==> config.mk <==
export PLATFORM = sky130hd
export DESIGN_NAME = ps2_mouse_top
export DESIGN_NICKNAME = d
export VERILOG_FILES = /design/src/hw/ps2_pkg.sv /design/src/hw/ps2_cmd_tx.sv /design/src/hw/ps2_rx.sv /design/src/hw/ps2_packet_asm.sv /design/src/hw/pointer_tracker.sv /design/src/hw/ps2_mouse_top.sv
export SDC_FILE = /design/constraint.sdc
export NUM_CORES = 1
export LEC_CHECK = 0
export BUFFER_PORTS_ARGS = -buffer_cell sky130_fd_sc_hd__buf_2
export CORE_MARGIN = 2
export CORE_UTILIZATION = 35
export DETAILED_ROUTE_END_ITERATION = 12
export GPL_ROUTABILITY_DRIVEN = 1
export GPL_TIMING_DRIVEN = 0
export PLACE_DENSITY = 0.51
export SLEW_MARGIN = 20
export SYNTH_ARGS = -nofsm -noshare
export SYNTH_HDL_FRONTEND = slang
export SYNTH_SLANG_ARGS = --single-unit
==> constraint.sdc <==
create_clock -name clk -period 4.1 [get_ports clk]
set_input_delay 0.82 -clock clk [delete_from_list [all_inputs] [get_ports clk]]
set_output_delay 0.82 -clock clk [all_outputs]
set_load 0.02 [all_outputs]
==> src/hw/ps2_pkg.sv <==
`default_nettype none

package ps2_pkg;

  // host to mouse command and the mouse reply to it.
  localparam logic [7:0] cmd_enable = 8'hf4;
  localparam logic [7:0] resp_ack   = 8'hfa;

  // wishbone word addresses.
  localparam logic [1:0] reg_status = 2'd0;
  localparam logic [1:0] reg_x      = 2'd1;
  localparam logic [1:0] reg_y      = 2'd2;
  localparam logic [1:0] reg_count  = 2'd3;

  localparam int bus_w = 16;

  typedef struct packed {
    logic y_ovf;
    logic x_ovf;
    logic y_sign;
    logic x_sign;
    logic sync;
    logic middle;
    logic right;
    logic left;
  } first_flags_t;

  // first byte of a movement packet.
  typedef union packed {
    logic [7:0]   raw;
    first_flags_t flags;
  } first_byte_u;

endpackage

`default_nettype wire

==> src/hw/ps2_cmd_tx.sv <==
`timescale 1ns/1ps
`default_nettype none

module ps2_cmd_tx #(
  parameter int hold_cycles = 200
) (
  input  logic clk,
  input  logic rst,
  input  logic ps2_clk,
  input  logic ps2_data,
  output logic ps2_clk_oe,
  output logic ps2_data_oe,
  output logic init_done
);
  import ps2_pkg::*;

  localparam int cnt_w = $clog2(hold_cycles + 1);

  localparam logic [2:0] st_hold    = 3'd0;
  localparam logic [2:0] st_request = 3'd1;
  localparam logic [2:0] st_shift   = 3'd2;
  localparam logic [2:0] st_stop    = 3'd3;
  localparam logic [2:0] st_ack     = 3'd4;

  logic [2:0]       state;
  logic [cnt_w-1:0] hold_cnt;
  logic [8:0]       tx_shift;
  logic [3:0]       bit_cnt;
  logic [2:0]       clk_sync;
  logic [1:0]       data_sync;
  logic             clk_fall;

  // two sync flops, the third stage is the edge register.
  always_ff @(posedge clk or posedge rst) begin
    if (rst) begin
      clk_sync  <= 3'b111;
      data_sync <= 2'b11;
    end else begin
      clk_sync  <= {clk_sync[1:0], ps2_clk};
      data_sync <= {data_sync[0], ps2_data};
    end
  end

  assign clk_fall = clk_sync[2] & ~clk_sync[1];

  always_ff @(posedge clk or posedge rst) begin
    if (rst) begin
      state       <= st_hold;
      hold_cnt    <= '0;
      tx_shift    <= {~^cmd_enable, cmd_enable};
      bit_cnt     <= '0;
      ps2_clk_oe  <= 1'b0;
      ps2_data_oe <= 1'b0;
      init_done   <= 1'b0;
    end else begin
      case (state)
        st_hold: begin
          if (hold_cnt == cnt_w'(hold_cycles)) begin
            // release clock, start bit goes out on data.
            ps2_clk_oe  <= 1'b0;
            ps2_data_oe <= 1'b1;
            state       <= st_request;
          end else begin
            ps2_clk_oe <= 1'b1;
            hold_cnt   <= hold_cnt + 1'b1;
          end
        end
        st_request: begin
          // wait until the released clock line reads high.
          if (clk_sync[1]) begin
            state <= st_shift;
          end
        end
        st_shift: begin
          if (clk_fall) begin
            ps2_data_oe <= ~tx_shift[0];
            tx_shift    <= {1'b1, tx_shift[8:1]};
            bit_cnt     <= bit_cnt + 4'd1;
            if (bit_cnt == 4'd8) begin
              state <= st_stop;
            end
          end
        end
        st_stop: begin
          if (clk_fall) begin
            ps2_data_oe <= 1'b0;
            state       <= st_ack;
          end
        end
        st_ack: begin
          // device pulls data low for the acknowledge bit.
          if (clk_fall && !data_sync[1]) begin
            init_done <= 1'b1;
          end
        end
        default: begin
          state <= st_hold;
        end
      endcase
    end
  end

endmodule

`default_nettype wire

==> src/hw/ps2_rx.sv <==
`timescale 1ns/1ps
`default_nettype none

module ps2_rx (
  input  logic       clk,
  input  logic       rst,
  input  logic       ps2_clk,
  input  logic       ps2_data,
  input  logic       init_done,
  output logic       byte_valid,
  output logic [7:0] byte_data
);

  logic [2:0] clk_sync;
  logic [1:0] data_sync;
  logic       clk_fall;
  logic       busy;
  logic [3:0] bit_cnt;
  logic [9:0] rx_shift;
  logic       frame_end;
  logic       frame_ok;

  always_ff @(posedge clk or posedge rst) begin
    if (rst) begin
      clk_sync  <= 3'b111;
      data_sync <= 2'b11;
    end else begin
      clk_sync  <= {clk_sync[1:0], ps2_clk};
      data_sync <= {data_sync[0], ps2_data};
    end
  end

  assign clk_fall = clk_sync[2] & ~clk_sync[1];

  // odd parity over data and parity bit, stop bit must be high.
  assign frame_ok = (^rx_shift[8:0]) & rx_shift[9];

  always_ff @(posedge clk or posedge rst) begin
    if (rst) begin
      busy       <= 1'b0;
      bit_cnt    <= '0;
      frame_end  <= 1'b0;
      byte_valid <= 1'b0;
    end else begin
      frame_end  <= 1'b0;
      byte_valid <= frame_end & frame_ok;
      if (!busy) begin
        if (init_done && clk_fall && !data_sync[1]) begin
          busy    <= 1'b1;
          bit_cnt <= '0;
        end
      end else if (clk_fall) begin
        bit_cnt <= bit_cnt + 4'd1;
        if (bit_cnt == 4'd9) begin
          busy      <= 1'b0;
          frame_end <= 1'b1;
        end
      end
    end
  end

  always_ff @(posedge clk) begin
    if (busy && clk_fall) begin
      rx_shift <= {data_sync[1], rx_shift[9:1]};
    end
    if (frame_end && frame_ok) begin
      byte_data <= rx_shift[7:0];
    end
  end

endmodule

`default_nettype wire

==> src/hw/ps2_packet_asm.sv <==
`timescale 1ns/1ps
`default_nettype none

module ps2_packet_asm (
  input  logic                 clk,
  input  logic                 rst,
  input  logic                 byte_valid,
  input  logic [7:0]           byte_data,
  output logic                 pkt_valid,
  output ps2_pkg::first_byte_u pkt_first,
  output logic [7:0]           pkt_dx,
  output logic [7:0]           pkt_dy
);
  import ps2_pkg::*;

  localparam logic [1:0] st_wait_ack = 2'd0;
  localparam logic [1:0] st_first    = 2'd1;
  localparam logic [1:0] st_dx       = 2'd2;
  localparam logic [1:0] st_dy       = 2'd3;

  logic [1:0]  state;
  first_byte_u in_byte;
  first_byte_u first_q;
  logic [7:0]  dx_q;
  logic        pkt_load;

  always_comb begin
    in_byte.raw = byte_data;
  end

  assign pkt_load = byte_valid && (state == st_dy);

  always_ff @(posedge clk or posedge rst) begin
    if (rst) begin
      state     <= st_wait_ack;
      pkt_valid <= 1'b0;
    end else begin
      pkt_valid <= pkt_load;
      if (byte_valid) begin
        case (state)
          st_wait_ack: begin
            if (byte_data == resp_ack) begin
              state <= st_first;
            end
          end
          // out of sync bytes are dropped here.
          st_first: begin
            if (in_byte.flags.sync) begin
              state <= st_dx;
            end
          end
          st_dx: state <= st_dy;
          default: state <= st_first;
        endcase
      end
    end
  end

  always_ff @(posedge clk) begin
    if (byte_valid && state == st_first) begin
      first_q.raw <= byte_data;
    end
    if (byte_valid && state == st_dx) begin
      dx_q <= byte_data;
    end
    if (pkt_load) begin
      pkt_first <= first_q;
      pkt_dx    <= dx_q;
      pkt_dy    <= byte_data;
    end
  end

endmodule

`default_nettype wire

==> src/hw/pointer_tracker.sv <==
`timescale 1ns/1ps
`default_nettype none

module pointer_tracker #(
  parameter int screen_w = 410,
  parameter int screen_h = 308
) (
  input  logic                      clk,
  input  logic                      rst,
  input  logic                      pkt_valid,
  input  ps2_pkg::first_byte_u      pkt_first,
  input  logic [7:0]                pkt_dx,
  input  logic [7:0]                pkt_dy,
  input  logic                      wb_cyc,
  input  logic                      wb_stb,
  input  logic                      wb_we,
  input  logic [1:0]                wb_adr,
  output logic [ps2_pkg::bus_w-1:0] wb_dat_o,
  output logic                      wb_ack
);
  import ps2_pkg::*;

  localparam int xw    = $clog2(screen_w);
  localparam int yw    = $clog2(screen_h);
  localparam int sum_w = bus_w + 2;

  logic [xw-1:0]    x;
  logic [xw-1:0]    x_next;
  logic [yw-1:0]    y;
  logic [yw-1:0]    y_next;
  logic [4:0]       status;
  logic [bus_w-1:0] count;
  logic [8:0]       mv_x;
  logic [8:0]       mv_y;
  logic             wb_req;
  logic [bus_w-1:0] rd_word;

  // signed add, then clamp to 0..lim.
  function automatic logic [sum_w-1:0] clamp_move(input logic [sum_w-1:0] pos,
                                                  input logic [8:0]       mv,
                                                  input logic [sum_w-1:0] lim);
    logic signed [sum_w-1:0] sum;
    sum = $signed(pos) + $signed({{(sum_w-9){mv[8]}}, mv});
    if (sum < 0) begin
      return '0;
    end
    if (sum > $signed(lim)) begin
      return lim;
    end
    return sum;
  endfunction

  // an overflowed axis does not move.
  assign mv_x = pkt_first.flags.x_ovf ? 9'd0 : {pkt_first.flags.x_sign, pkt_dx};
  assign mv_y = pkt_first.flags.y_ovf ? 9'd0 : {pkt_first.flags.y_sign, pkt_dy};

  assign x_next = xw'(clamp_move(sum_w'(x), mv_x, sum_w'(screen_w - 1)));
  assign y_next = yw'(clamp_move(sum_w'(y), mv_y, sum_w'(screen_h - 1)));

  assign wb_req = wb_cyc & wb_stb & ~wb_ack;

  always_ff @(posedge clk or posedge rst) begin
    if (rst) begin
      x      <= xw'(screen_w / 2);
      y      <= yw'(screen_h / 2);
      status <= '0;
      count  <= '0;
      wb_ack <= 1'b0;
    end else begin
      wb_ack <= wb_req;
      if (pkt_valid) begin
        x      <= x_next;
        y      <= y_next;
        status <= {pkt_first.flags.y_ovf, pkt_first.flags.x_ovf,
                   pkt_first.flags.middle, pkt_first.flags.right, pkt_first.flags.left};
        count  <= count + 1'b1;
      end
    end
  end

  always_comb begin
    rd_word = '0;
    case (wb_adr)
      reg_status: rd_word = bus_w'(status);
      reg_x:      rd_word = bus_w'(x);
      reg_y:      rd_word = bus_w'(y);
      reg_count:  rd_word = count;
      default:    rd_word = '0;
    endcase
  end

  // writes are acked with no effect.
  always_ff @(posedge clk) begin
    if (wb_req) begin
      wb_dat_o <= wb_we ? '0 : rd_word;
    end
  end

endmodule

`default_nettype wire

==> src/hw/ps2_mouse_top.sv <==
`timescale 1ns/1ps
`default_nettype none

module ps2_mouse_top #(
  parameter int hold_cycles = 200,
  parameter int screen_w    = 410,
  parameter int screen_h    = 308
) (
  input  logic                      clk,
  input  logic                      rst,
  input  logic                      ps2_clk,
  input  logic                      ps2_data,
  output logic                      ps2_clk_oe,
  output logic                      ps2_data_oe,
  input  logic                      wb_cyc,
  input  logic                      wb_stb,
  input  logic                      wb_we,
  input  logic [1:0]                wb_adr,
  output logic [ps2_pkg::bus_w-1:0] wb_dat_o,
  output logic                      wb_ack
);
  import ps2_pkg::*;

  logic        init_done;
  logic        byte_valid;
  logic [7:0]  byte_data;
  logic        pkt_valid;
  first_byte_u pkt_first;
  logic [7:0]  pkt_dx;
  logic [7:0]  pkt_dy;

  ps2_cmd_tx #(
    .hold_cycles(hold_cycles)
  ) cmd_tx_i (
    .clk        (clk),
    .rst        (rst),
    .ps2_clk    (ps2_clk),
    .ps2_data   (ps2_data),
    .ps2_clk_oe (ps2_clk_oe),
    .ps2_data_oe(ps2_data_oe),
    .init_done  (init_done)
  );

  ps2_rx rx_i (
    .clk       (clk),
    .rst       (rst),
    .ps2_clk   (ps2_clk),
    .ps2_data  (ps2_data),
    .init_done (init_done),
    .byte_valid(byte_valid),
    .byte_data (byte_data)
  );

  ps2_packet_asm asm_i (
    .clk       (clk),
    .rst       (rst),
    .byte_valid(byte_valid),
    .byte_data (byte_data),
    .pkt_valid (pkt_valid),
    .pkt_first (pkt_first),
    .pkt_dx    (pkt_dx),
    .pkt_dy    (pkt_dy)
  );

  pointer_tracker #(
    .screen_w(screen_w),
    .screen_h(screen_h)
  ) tracker_i (
    .clk      (clk),
    .rst      (rst),
    .pkt_valid(pkt_valid),
    .pkt_first(pkt_first),
    .pkt_dx   (pkt_dx),
    .pkt_dy   (pkt_dy),
    .wb_cyc   (wb_cyc),
    .wb_stb   (wb_stb),
    .wb_we    (wb_we),
    .wb_adr   (wb_adr),
    .wb_dat_o (wb_dat_o),
    .wb_ack   (wb_ack)
  );

endmodule

`default_nettype wire

; ---- Word-level counts from Yosys, hierarchy flattened
; Cells that the tools add are included.
[word_totals]
mem_bits_ro = 0
input_bits = 9
latch_bits = 0
memories = 0
regBits = 161
out_inout_bits = 19
mem_bits_rw = 0
[classes]
n_eq_ne = 22
n_lt_le_gt_ge = 4
n_shift = 0
n_reduce_logical = 23
bitwise = 12
n_div = 0
multipliers = 0
mux = 41
add_sub_neg = 6
[ops]
columns = operator, n
row1 = 9-bit two-way mux, 10
row2 = 16-bit case mux with 4 select lines, 1
row3 = 10-bit by 9-bit adder with 11-bit output, 2
row4 = 11-bit by 10-bit > comparator with 1-bit output (second input constant), 2
row5 = 11-bit by 1-bit less-than comparator with 1-bit output (second input constant), 2
row6 = 1-bit two-way mux, 17
row7 = 16-bit by 1-bit adder with 16-bit output (second input constant), 1
row8 = 8-bit == test (second input constant), 2
row9 = 3-bit two-way mux, 5
row10 = 3-bit case mux with 5 select lines, 1
row11 = 2-bit by 1-bit != test with 1-bit output (second input constant), 7
row12 = 4-bit two-way mux, 3
row13 = 9-bit parity, 1
row14 = 4-bit by 1-bit adder with 4-bit output (second input constant), 2
row15 = 8-bit by 1-bit adder with 8-bit output (second input constant), 1
row16 = 2-bit == test (second input constant), 4
row17 = 4-bit == test (second input constant), 2
row18 = 1-bit logical AND, 8
row19 = 2-bit AND reduction, 4
row20 = 1-bit AND, 6
row21 = 3-bit by 2-bit == test with 1-bit output (second input constant), 2
row22 = 1-bit inverter, 6
row23 = 2-bit case mux with 3 select lines, 1
row24 = 6-bit AND reduction, 1
row25 = 13 further kinds, 17

; ---- Depth between registers and ports, before layout
; Gate-level depths: netlist (run 1).
[logic_depth]
word_depth = 7
mapped_depth = 11

; ---- Cells and area by module
; From an unflattened synthesis (run 1), not the netlist that was laid out.
[unflattened]
hier_cells = 558
area_unflattened_um2 = 7514.7
[modules_own_cells]
columns = module, n_inst, area_per_inst_um2, cells_each
row1 = pointer_tracker, 1, 3583.4, 333
row2 = ps2_packet_asm, 1, 1430.1, 60
row3 = ps2_cmd_tx, 1, 1395.1, 103
row4 = ps2_rx, 1, 1106.1, 62

; ---- Worst setup path before layout (run 1)
; Ideal clock, no wire load.
[synth_timing]
path_type = register -> register
from = register asm_i.pkt_first[7] (netlist bit)
to = register tracker_i.y[2]
path_slack_ns = 1.547
setup_ns = 0.122
required_time_ns = 3.978
path_stages_with_launch = 11
synth_period_minus_slack_ns = 2.553
arrival_ns = 2.431
n_path_buf = 0
path_cell_list = edfxtp_1 -> nor2b_1 -> ha_1 -> fa_1 -> and3_1 -> o21ai_1 -> a21boi_0 -> o21a_1 -> o221ai_1 -> a21oi_1 -> a32o_1
[synth_between]
elab_chain_len = 7
[synth_lines]
columns = item, line
row1 = start: declaration, ps2_packet_asm.sv:10  ; output ps2_pkg::first_byte_u pkt_first,
row2 = start signal: assignment, ps2_packet_asm.sv:67  ; pkt_first <= first_q;
row3 = 9-bit two-way mux *, pointer_tracker.sv:55  ; assign mv_y = pkt_first.flags.y_ovf ? 9'd0 : {pkt_first.flags.y_sign, pkt_dy};
row4 = 10-bit by 9-bit adder with 11-bit output *, pointer_tracker.sv:43  ; sum = $signed(pos) + $signed({{(sum_w-9){mv[8]}}, mv});
row5 = 11-bit by 10-bit > comparator with 1-bit output, pointer_tracker.sv:47  ; if (sum > $signed(lim)) begin
row6 = 1-bit two-way mux (2 in a row), pointer_tracker.sv:47
row7 = 9-bit two-way mux, pointer_tracker.sv:50  ; return sum;
row8 = 9-bit two-way mux *, pointer_tracker.sv:47
row9 = end signal: assignment, pointer_tracker.sv:65  ; y <= yw'(screen_h / 2);
row10 = end signal: assignment, pointer_tracker.sv:73  ; y <= y_next;
row11 = end: declaration, pointer_tracker.sv:29  ; logic [yw-1:0] y;
; Mark *: on every way between the ends. The rest lies on a longest branch, timed or not. The select of a mux whose other input is x is not followed.
; A chain may end at the register's enable or synchronous reset.

; ---- Final worst setup path (run 1)
[layout_timing]
from = register asm_i.pkt_first[6] (netlist bit)
to = register tracker_i.x[6]
[layout_between]
elab_chain_len = 7
[layout_lines]
columns = item, line
row1 = 9-bit two-way mux *, pointer_tracker.sv:54  ; assign mv_x = pkt_first.flags.x_ovf ? 9'd0 : {pkt_first.flags.x_sign, pkt_dx};
row2 = 10-bit by 9-bit adder with 11-bit output *, pointer_tracker.sv:43
row3 = 11-bit by 10-bit > comparator with 1-bit output, pointer_tracker.sv:47
row4 = 1-bit two-way mux (2 in a row), pointer_tracker.sv:47
row5 = 9-bit two-way mux, pointer_tracker.sv:50
row6 = 9-bit two-way mux *, pointer_tracker.sv:47
row7 = end signal: assignment, pointer_tracker.sv:64  ; x <= xw'(screen_w / 2);
row8 = end signal: assignment, pointer_tracker.sv:72  ; x <= x_next;
row9 = end: declaration, pointer_tracker.sv:27  ; logic [xw-1:0] x;
; Marks and branches as above.

==> results of run 1 <==
-- power breakdown --
part,internal [mW],total (mW),switching [mW],leakage (nW)
Combinational,0.0126,0.0473,0.0346,1.39
Sequential,1.62,1.62,0.00258,1.73
Clock,0.923,1.59,0.663,0.297
Total,2.55,3.25,0.700,3.41
-- state kept, by name (all words and copies together), names as in the netlist, 9 cells and up --
name                cells
tracker_i.y             9
tracker_i.count        16
tracker_i.x             9
tracker_i.wb_dat_o     16
cmd_tx_i.tx_shift       9
rx_i.rx_shift          10
-- worst paths after layout --
check,startpoint,endpoint,slack (ns),cells after the start
hold / removal,rx_i.data_sync[0]$_DFF_PP1_,cmd_tx_i.data_sync[1]$_DFF_PP1_,0.36,0
hold reg to reg,rx_i.data_sync[0]$_DFF_PP1_,cmd_tx_i.data_sync[1]$_DFF_PP1_,0.36,0
setup reg to reg,asm_i.pkt_first[6]$_DFFE_PP_,tracker_i.x[6]$_DFFE_PP1P_,1.08,11
setup / recovery,asm_i.pkt_first[6]$_DFFE_PP_,tracker_i.x[6]$_DFFE_PP1P_,1.08,11
min in group asynchronous,rst,cmd_tx_i.hold_cnt[5]$_DFFE_PP0P_,0.42,2
max in group asynchronous,rst,tracker_i.x[3]$_DFFE_PP1P_,3.03,3
-- area by class of cell --
class | instances | area [sq um] | share of cell area, %
buffer | 15 | 62.6 | 0.761
clock buffer | 17 | 425 | 5.17
clock inverter | 15 | 180 | 2.19
inverter | 24 | 92.6 | 1.13
multi-input combinational | 351 | 2730 | 33.1
sequential | 154 | 4240 | 51.5
tap | 270 | 338 | 4.11
timing repair buffer | 28 | 163 | 1.98
-- cell usage in the layout, fill, tap and decap left out, types with 4 or more instances in the layout --
master      n
inv_8       4
ha_1       31
inv_6       5
nand2b_1    5
clkbuf_16  17
a21o_1      6
a32o_1      6
nor2b_1    28
xnor2_1    35
xor2_1     11
edfxtp_1   72
a21oi_2     4
a211oi_1    7
clkbuf_1    7
and2_1     11
dfrtp_1    63
nand4_1     8
dfstp_2    19
mux2_2     17
o21ai_1     4
a21oi_1    14
nor3_1      6
nor2_1     26
buf_2      32
nand2_1    29
inv_1      23
o2bb2ai_1   5
o21ai_0    15
a22oi_1     8
and3_1     10
nand3_1    10
mux4_2      5
-- synthesized netlist by cell type, types with 6 or more instances --
cell,n,area share (%)
clkbuf_1,7,0.37
edfxtp_1,72,30
xor2_1,11,1.4
nor2b_1,28,2.5
dfstp_2,19,7.0
xnor2_1,35,4.3
nand4_1,8,0.70
nor2_1,27,1.4
dfrtp_1,63,22
o21ai_0,15,1.1
and2_1,11,0.97
a32o_1,6,0.84
mux2_2,17,2.7
ha_1,31,5.5
a21oi_1,14,0.99
nand3_1,10,0.70
nand2_1,29,1.5
inv_1,24,1.3
a211oi_1,7,0.74
nor3_1,6,0.42
and3_1,10,0.88
a22oi_1,8,0.84
a21o_1,6,0.63
-- layer usage --
metal  part of all wire, %  wire length [um]
met4                   1.1               133
met2                    48              5880
met3                   3.5               426
met1                    47              5780
met5                     0                 0
-- through the flow --
stage | std cells | setup WS [ns] | power (mW) | area [sq um]
final | 874 | 1.08 | 3.25 | 8220
after global routing | 874 | 0.814 | 3.38 | 8220
after CTS | 874 | 1.06 | 3.30 | 8220
after detailed placement | 842 | 1.08 | 1.70 | 7620
after global placement | 841 | 0.193 | 1.70 | 7590
after floorplan | 544 | 1.20 | 1.68 | 7110
-- logic make-up after synthesis --
kind of cell,after synthesis,synth area share [%]
and+or+nand+nor,145,10.7
adders and majority gates,33,6.02
muxes,24,4.56
AOI/OAI and AO/OA,101,10.9
xor gates and xnor gates,48,6.12
buffers and inverters,39,2.15
DFF,154,59.6
-- critical path: cells and delay by family, from the launching register on --
kind                       cells  cell delay (ns)
AOI/OAI and AO/OA              4             1.00
xor gates and xnor gates       1             0.18
buffers and inverters          1             0.23
adders and majority gates      2             0.63
DFF                            1             0.52
and+or+nand+nor                3             0.36
==> flow_summary.toml, run 1 <==
[final_layout]
nets = 633
fillCellCount = 1872
utilization_pct = 40.9
syn2layout_area_growth_pct = 15.6
drive_gt1_share_pct = 20.4
antenna_cells = 0

[global_route]
grtUsageMet2_pct = 20.5
top_usage_layer = "met2"
use_met3_pct = 4.06
use_met1_pct = 15.6
grt.overflow.total = 0
antenna_found_initial = 0
grt_start_max_net_pins = 46
grt_pass1_vias = 4271
grt_usage_pct = 12.4
grt_pass1_wl_um = 21100

[run]
drv_cap = 0

[synthesis]
synthFlopType = "edfxtp_1"
synth_edf_count = 72
yosysUniqueCellTypes = 62
synth_area_sq_um = 7110
synth.avg_cell_area_sq_um = 13.1
synth_cells = 544
yosysSeqAreaShare_pct = 59.6
async_flop_share_pct = 53.2
ys_ff_latch = 154
syn_nets = 586
ys_warn_count = 0

[clocking]
cts_tree = "yes"
clkSlewWorstSetupHoldPaths_ns = 0.07
cts_hold_buf = 0
cts_resized = 0
cts_buffers = 17
worstSkewPairLatency_ns = 0.42
htree_levels = 4
clock_path_buffers = 2
clock-root-buffer = "clkbuf_16"
cts.sinks = 154
post-cts-setup-buffers = 0

[floorplan]
die_y_um = 147
initial_core_util_pct = 35.4
core_sq_um = 20100
die-area_sq_um = 21500
fp-row-count = 52
ios = 28
die_w_um = 147

[sta]
timing.hold.ws_ns = 0.355
clock_skew_ns = 0.00927
slew_headroom_pct = 32.0
worstMarginPinSlew_ns = 1.02
slew_viol_final = 0
hold_viol = 0
fmax_ghz = 0.331
setup_violations = 0
tns_ns = 0
period_share_pct = 73.7
rsz0062_at_grt = "no"
finalCriticalPeriod_ns = 3.02

[setup_path]
cpPeakStageDelay_ns = 0.52
path_max_fanout = 10
cp_slowest_cell = "edfxtp_1"
critPathLaunchType = "register"
critPathKind = "reg -> reg"
cp.required_ns = 4.41
crit_arrival_ns = 3.33
crit_chain = "nor2b_1, ha_1, fa_1, a21oi_1, o221ai_1, a31oi_1, xnor2_1, and2_1, clkbuf_1, nand2_1, o32ai_1"
endpoint_kind = "register"

[drt]
drt_iter0_drc = 244
wl_per_cell_um = 14.0
first_pass_iters = 4
detail-route-antenna-nets = 0
routed_wirelength_um = 12200
dr_total_vias = 4182
drcViolationCount = 0
vias_per_cell = 4.78

[power_and_ir_drop]
power_density_nw_per_um2 = 396
peakVddDrop_uv = 256
leakage_nw = 3.41

[run_status]
status = "complete, no violations"

[place]
dp_hpwl_um = 9120
port_buffers = 27
finalWeightedCongestion = 0.824

[min_path]
min_path_type = "reg -> reg"
Power figures use the tool's default switching activity.
==> run 2, diff against run 1 <==
PLACE_DENSITY = 0.53   (was 0.51)
clock period = 2.6 ns   (was 4.1 ns; I/O delays follow)
==> run 2 against run 1 <==
  * Sequential cell count is the same
  * Critical path depth unchanged
  * Cell area increased by 5.7%
  * Via count increased by 3.2%
  * Clock skew rose by 0.00056 ns
  * Power up 55%
  * Clock-buffer cell count rose by 3
  * Highest routed layer unchanged
  * Non-clock buffer count up 18
==> flow_summary.toml, run 2 (synthesized netlist as in run 1, its figures left out) <==
[setup_path]
cp_slowest_cell = "edfxtp_1"
reg2reg_to = "tracker_i.x[3]$_DFFE_PP1P_"
cp_num_buf_inv = 2
cpPeakStageDelay_ns = 0.47
cp.required_ns = 2.94
endpoint_kind = "register"
timing.rr.start = "asm_i.pkt_first[6]$_DFFE_PP_"
crit_path_start = "asm_i.pkt_first[6]$_DFFE_PP_"
crit_arrival_ns = 2.91
rrSetupSlack_ns = 0.03
path_max_fanout = 5
crit_chain = "buf_6, nor2b_4, ha_4, a21o_1, and4_4, o211a_4, o41ai_4, xnor2_2, o31a_2, buf_4, o21ai_2"
crit_family = "compound AO/OA/AOI/OAI gates"
r2r.worst_path.cells = 11
critPathLaunchType = "register"
critPathKind = "reg -> reg"

[power_and_ir_drop]
total_power_mw = 5.04
leakage_nw = 3.54
peakVddDrop_uv = 456
power_density_nw_per_um2 = 579

[floorplan]
initial_core_util_pct = 35.4
die_w_um = 147
die-area_sq_um = 21500
fp-row-count = 52
core_sq_um = 20100
die_y_um = 147
ios = 28

[run]
drv_cap = 0

[drt]
routed_wirelength_um = 13200
drcViolationCount = 0
drt_iter0_drc = 209
detail-route-antenna-nets = 0
dr_total_vias = 4314
first_pass_iters = 4
vias_per_cell = 4.84
wl_per_cell_um = 14.8

[final_layout]
antenna_cells = 0
final_cell_mix = "edfxtp_1, dfrtp_1, xnor2_1"
fillCellCount = 1831
drive_gt1_share_pct = 29.6
syn2layout_area_growth_pct = 22.3
nets = 651
final_common_cell = "edfxtp_1"
reg_top3 = "tracker_i.count (16), tracker_i.wb_dat_o (16), rx_i.rx_shift (10)"

[clocking]
cts_tree = "yes"
worstSkewPairLatency_ns = 0.42
cts.sinks = 154
clock_path_buffers = 2
clock-root-buffer = "clkbuf_16"
htree_levels = 4
cts_hold_buf = 0
clkSlewWorstSetupHoldPaths_ns = 0.07
cts_buffers = 17

[sta]
period_share_pct = 98.9
worstMarginPinSlew_ns = 1.05
slew_viol_final = 0
tns_ns = 0
fmax_ghz = 0.389
hold_viol = 0
timing.hold.ws_ns = 0.126
clock_skew_ns = 0.00983
setup_violations = 0
finalCriticalPeriod_ns = 2.57
rsz0062_at_grt = "yes"
setup_ws_ns = 0.0298
slew_headroom_pct = 30.0

[min_path]
min_path_type = "in -> async"

[place]
preCtsSetupSlack_ns = -0.386
port_buffers = 27
dp_hpwl_um = 9310
finalWeightedCongestion = 0.818

[global_route]
grt.overflow.total = 0
grt_pass1_wl_um = 22100
grt_start_max_net_pins = 45
grt_usage_pct = 12.9
antenna_found_initial = 0
grt_pass1_vias = 4540

[run_status]
status = "complete, no violations"
## run 2: cell types whose count changed in the layout (fill, tap and decap cells not counted), sizes merged
cell      delta
bufinv       -2
clkinvlp     -1
clkbuf       +2
inv          -2
buf         +19
clkinv       +2
## run 2: report_power, final
group / total, mW / switching (mW) / internal, mW / leakage [nW]
clock network: 2.41 / 1.02 / 1.39 / 0.296
logic: 0.0750 / 0.0550 / 0.0199 / 1.52
registers: 2.55 / 0.00378 / 2.55 / 1.73
## run 2: worst register-to-register path: stages, from the launching register on
cell      delay (ns)
edfxtp_1        0.47
buf_6           0.17
nor2b_4         0.15
ha_4            0.21
a21o_1          0.18
and4_4          0.19
o211a_4         0.26
o41ai_4         0.27
xnor2_2         0.19
o31a_2          0.23
buf_4           0.13
o21ai_2         0.05
## run 2: layout make-up
class	instances	area, sq um	area share (%)
clock inverters	12	100	1.15
clock buffers	20	489	5.63
inverters	24	92.6	1.06
flip-flops and latches	154	4240	48.7
repair buffers	48	337	3.87
multi-input cells	351	3050	35.1
plain buffers	13	53.8	0.619
well taps	270	338	3.88
## run 2: metrics by stage
stage | area, sq um | instances | utilization, %
6_report | 8700 | 892 | 43.3
5_1_grt | 8700 | 892 | 43.3
4_1_cts | 8410 | 888 | 41.8
3_5_place_dp | 7620 | 842 | 37.9
3_3_place_gp | 7590 | 841 | 37.7
2_1_floorplan | 7110 | 544 | -
## run 2: routing by layer
layer	part of all wire (%)	GRT usage (%)	vias up	wire, um
li1	-	-	2113	-
met1	46	16.1	2112	6060
met2	49	22.0	68	6510
met3	3.2	3.38	21	425
met4	1.7	4.37	0	221
met5	0	0	-	0
## run 2: worst max-delay path by stage
stage / endpoint / slack [ns] / cells past startpoint
after global placement: asm_i.state[1]$_DFFE_PP0P_ / -1.04 / 2
after detailed placement: tracker_i.x[6]$_DFFE_PP1P_ / -0.39 / 11
final: tracker_i.x[3]$_DFFE_PP1P_ / 0.03 / 11
after global routing: tracker_i.x[6]$_DFFE_PP1P_ / -0.08 / 11
after CTS: tracker_i.x[1]$_DFFE_PP0P_ / -0.04 / 10
after floorplan: asm_i.pkt_valid$_DFF_PP0_ / 0.003 / 1
## run 2: repair_timing
action | CTS | global route
setup endpoints to repair | 17 | 16
pin swaps | 17 | 28
buffers inserted | 15 | 5
gates resized for setup | 18 | 45
hold endpoints to repair | 0 | 0
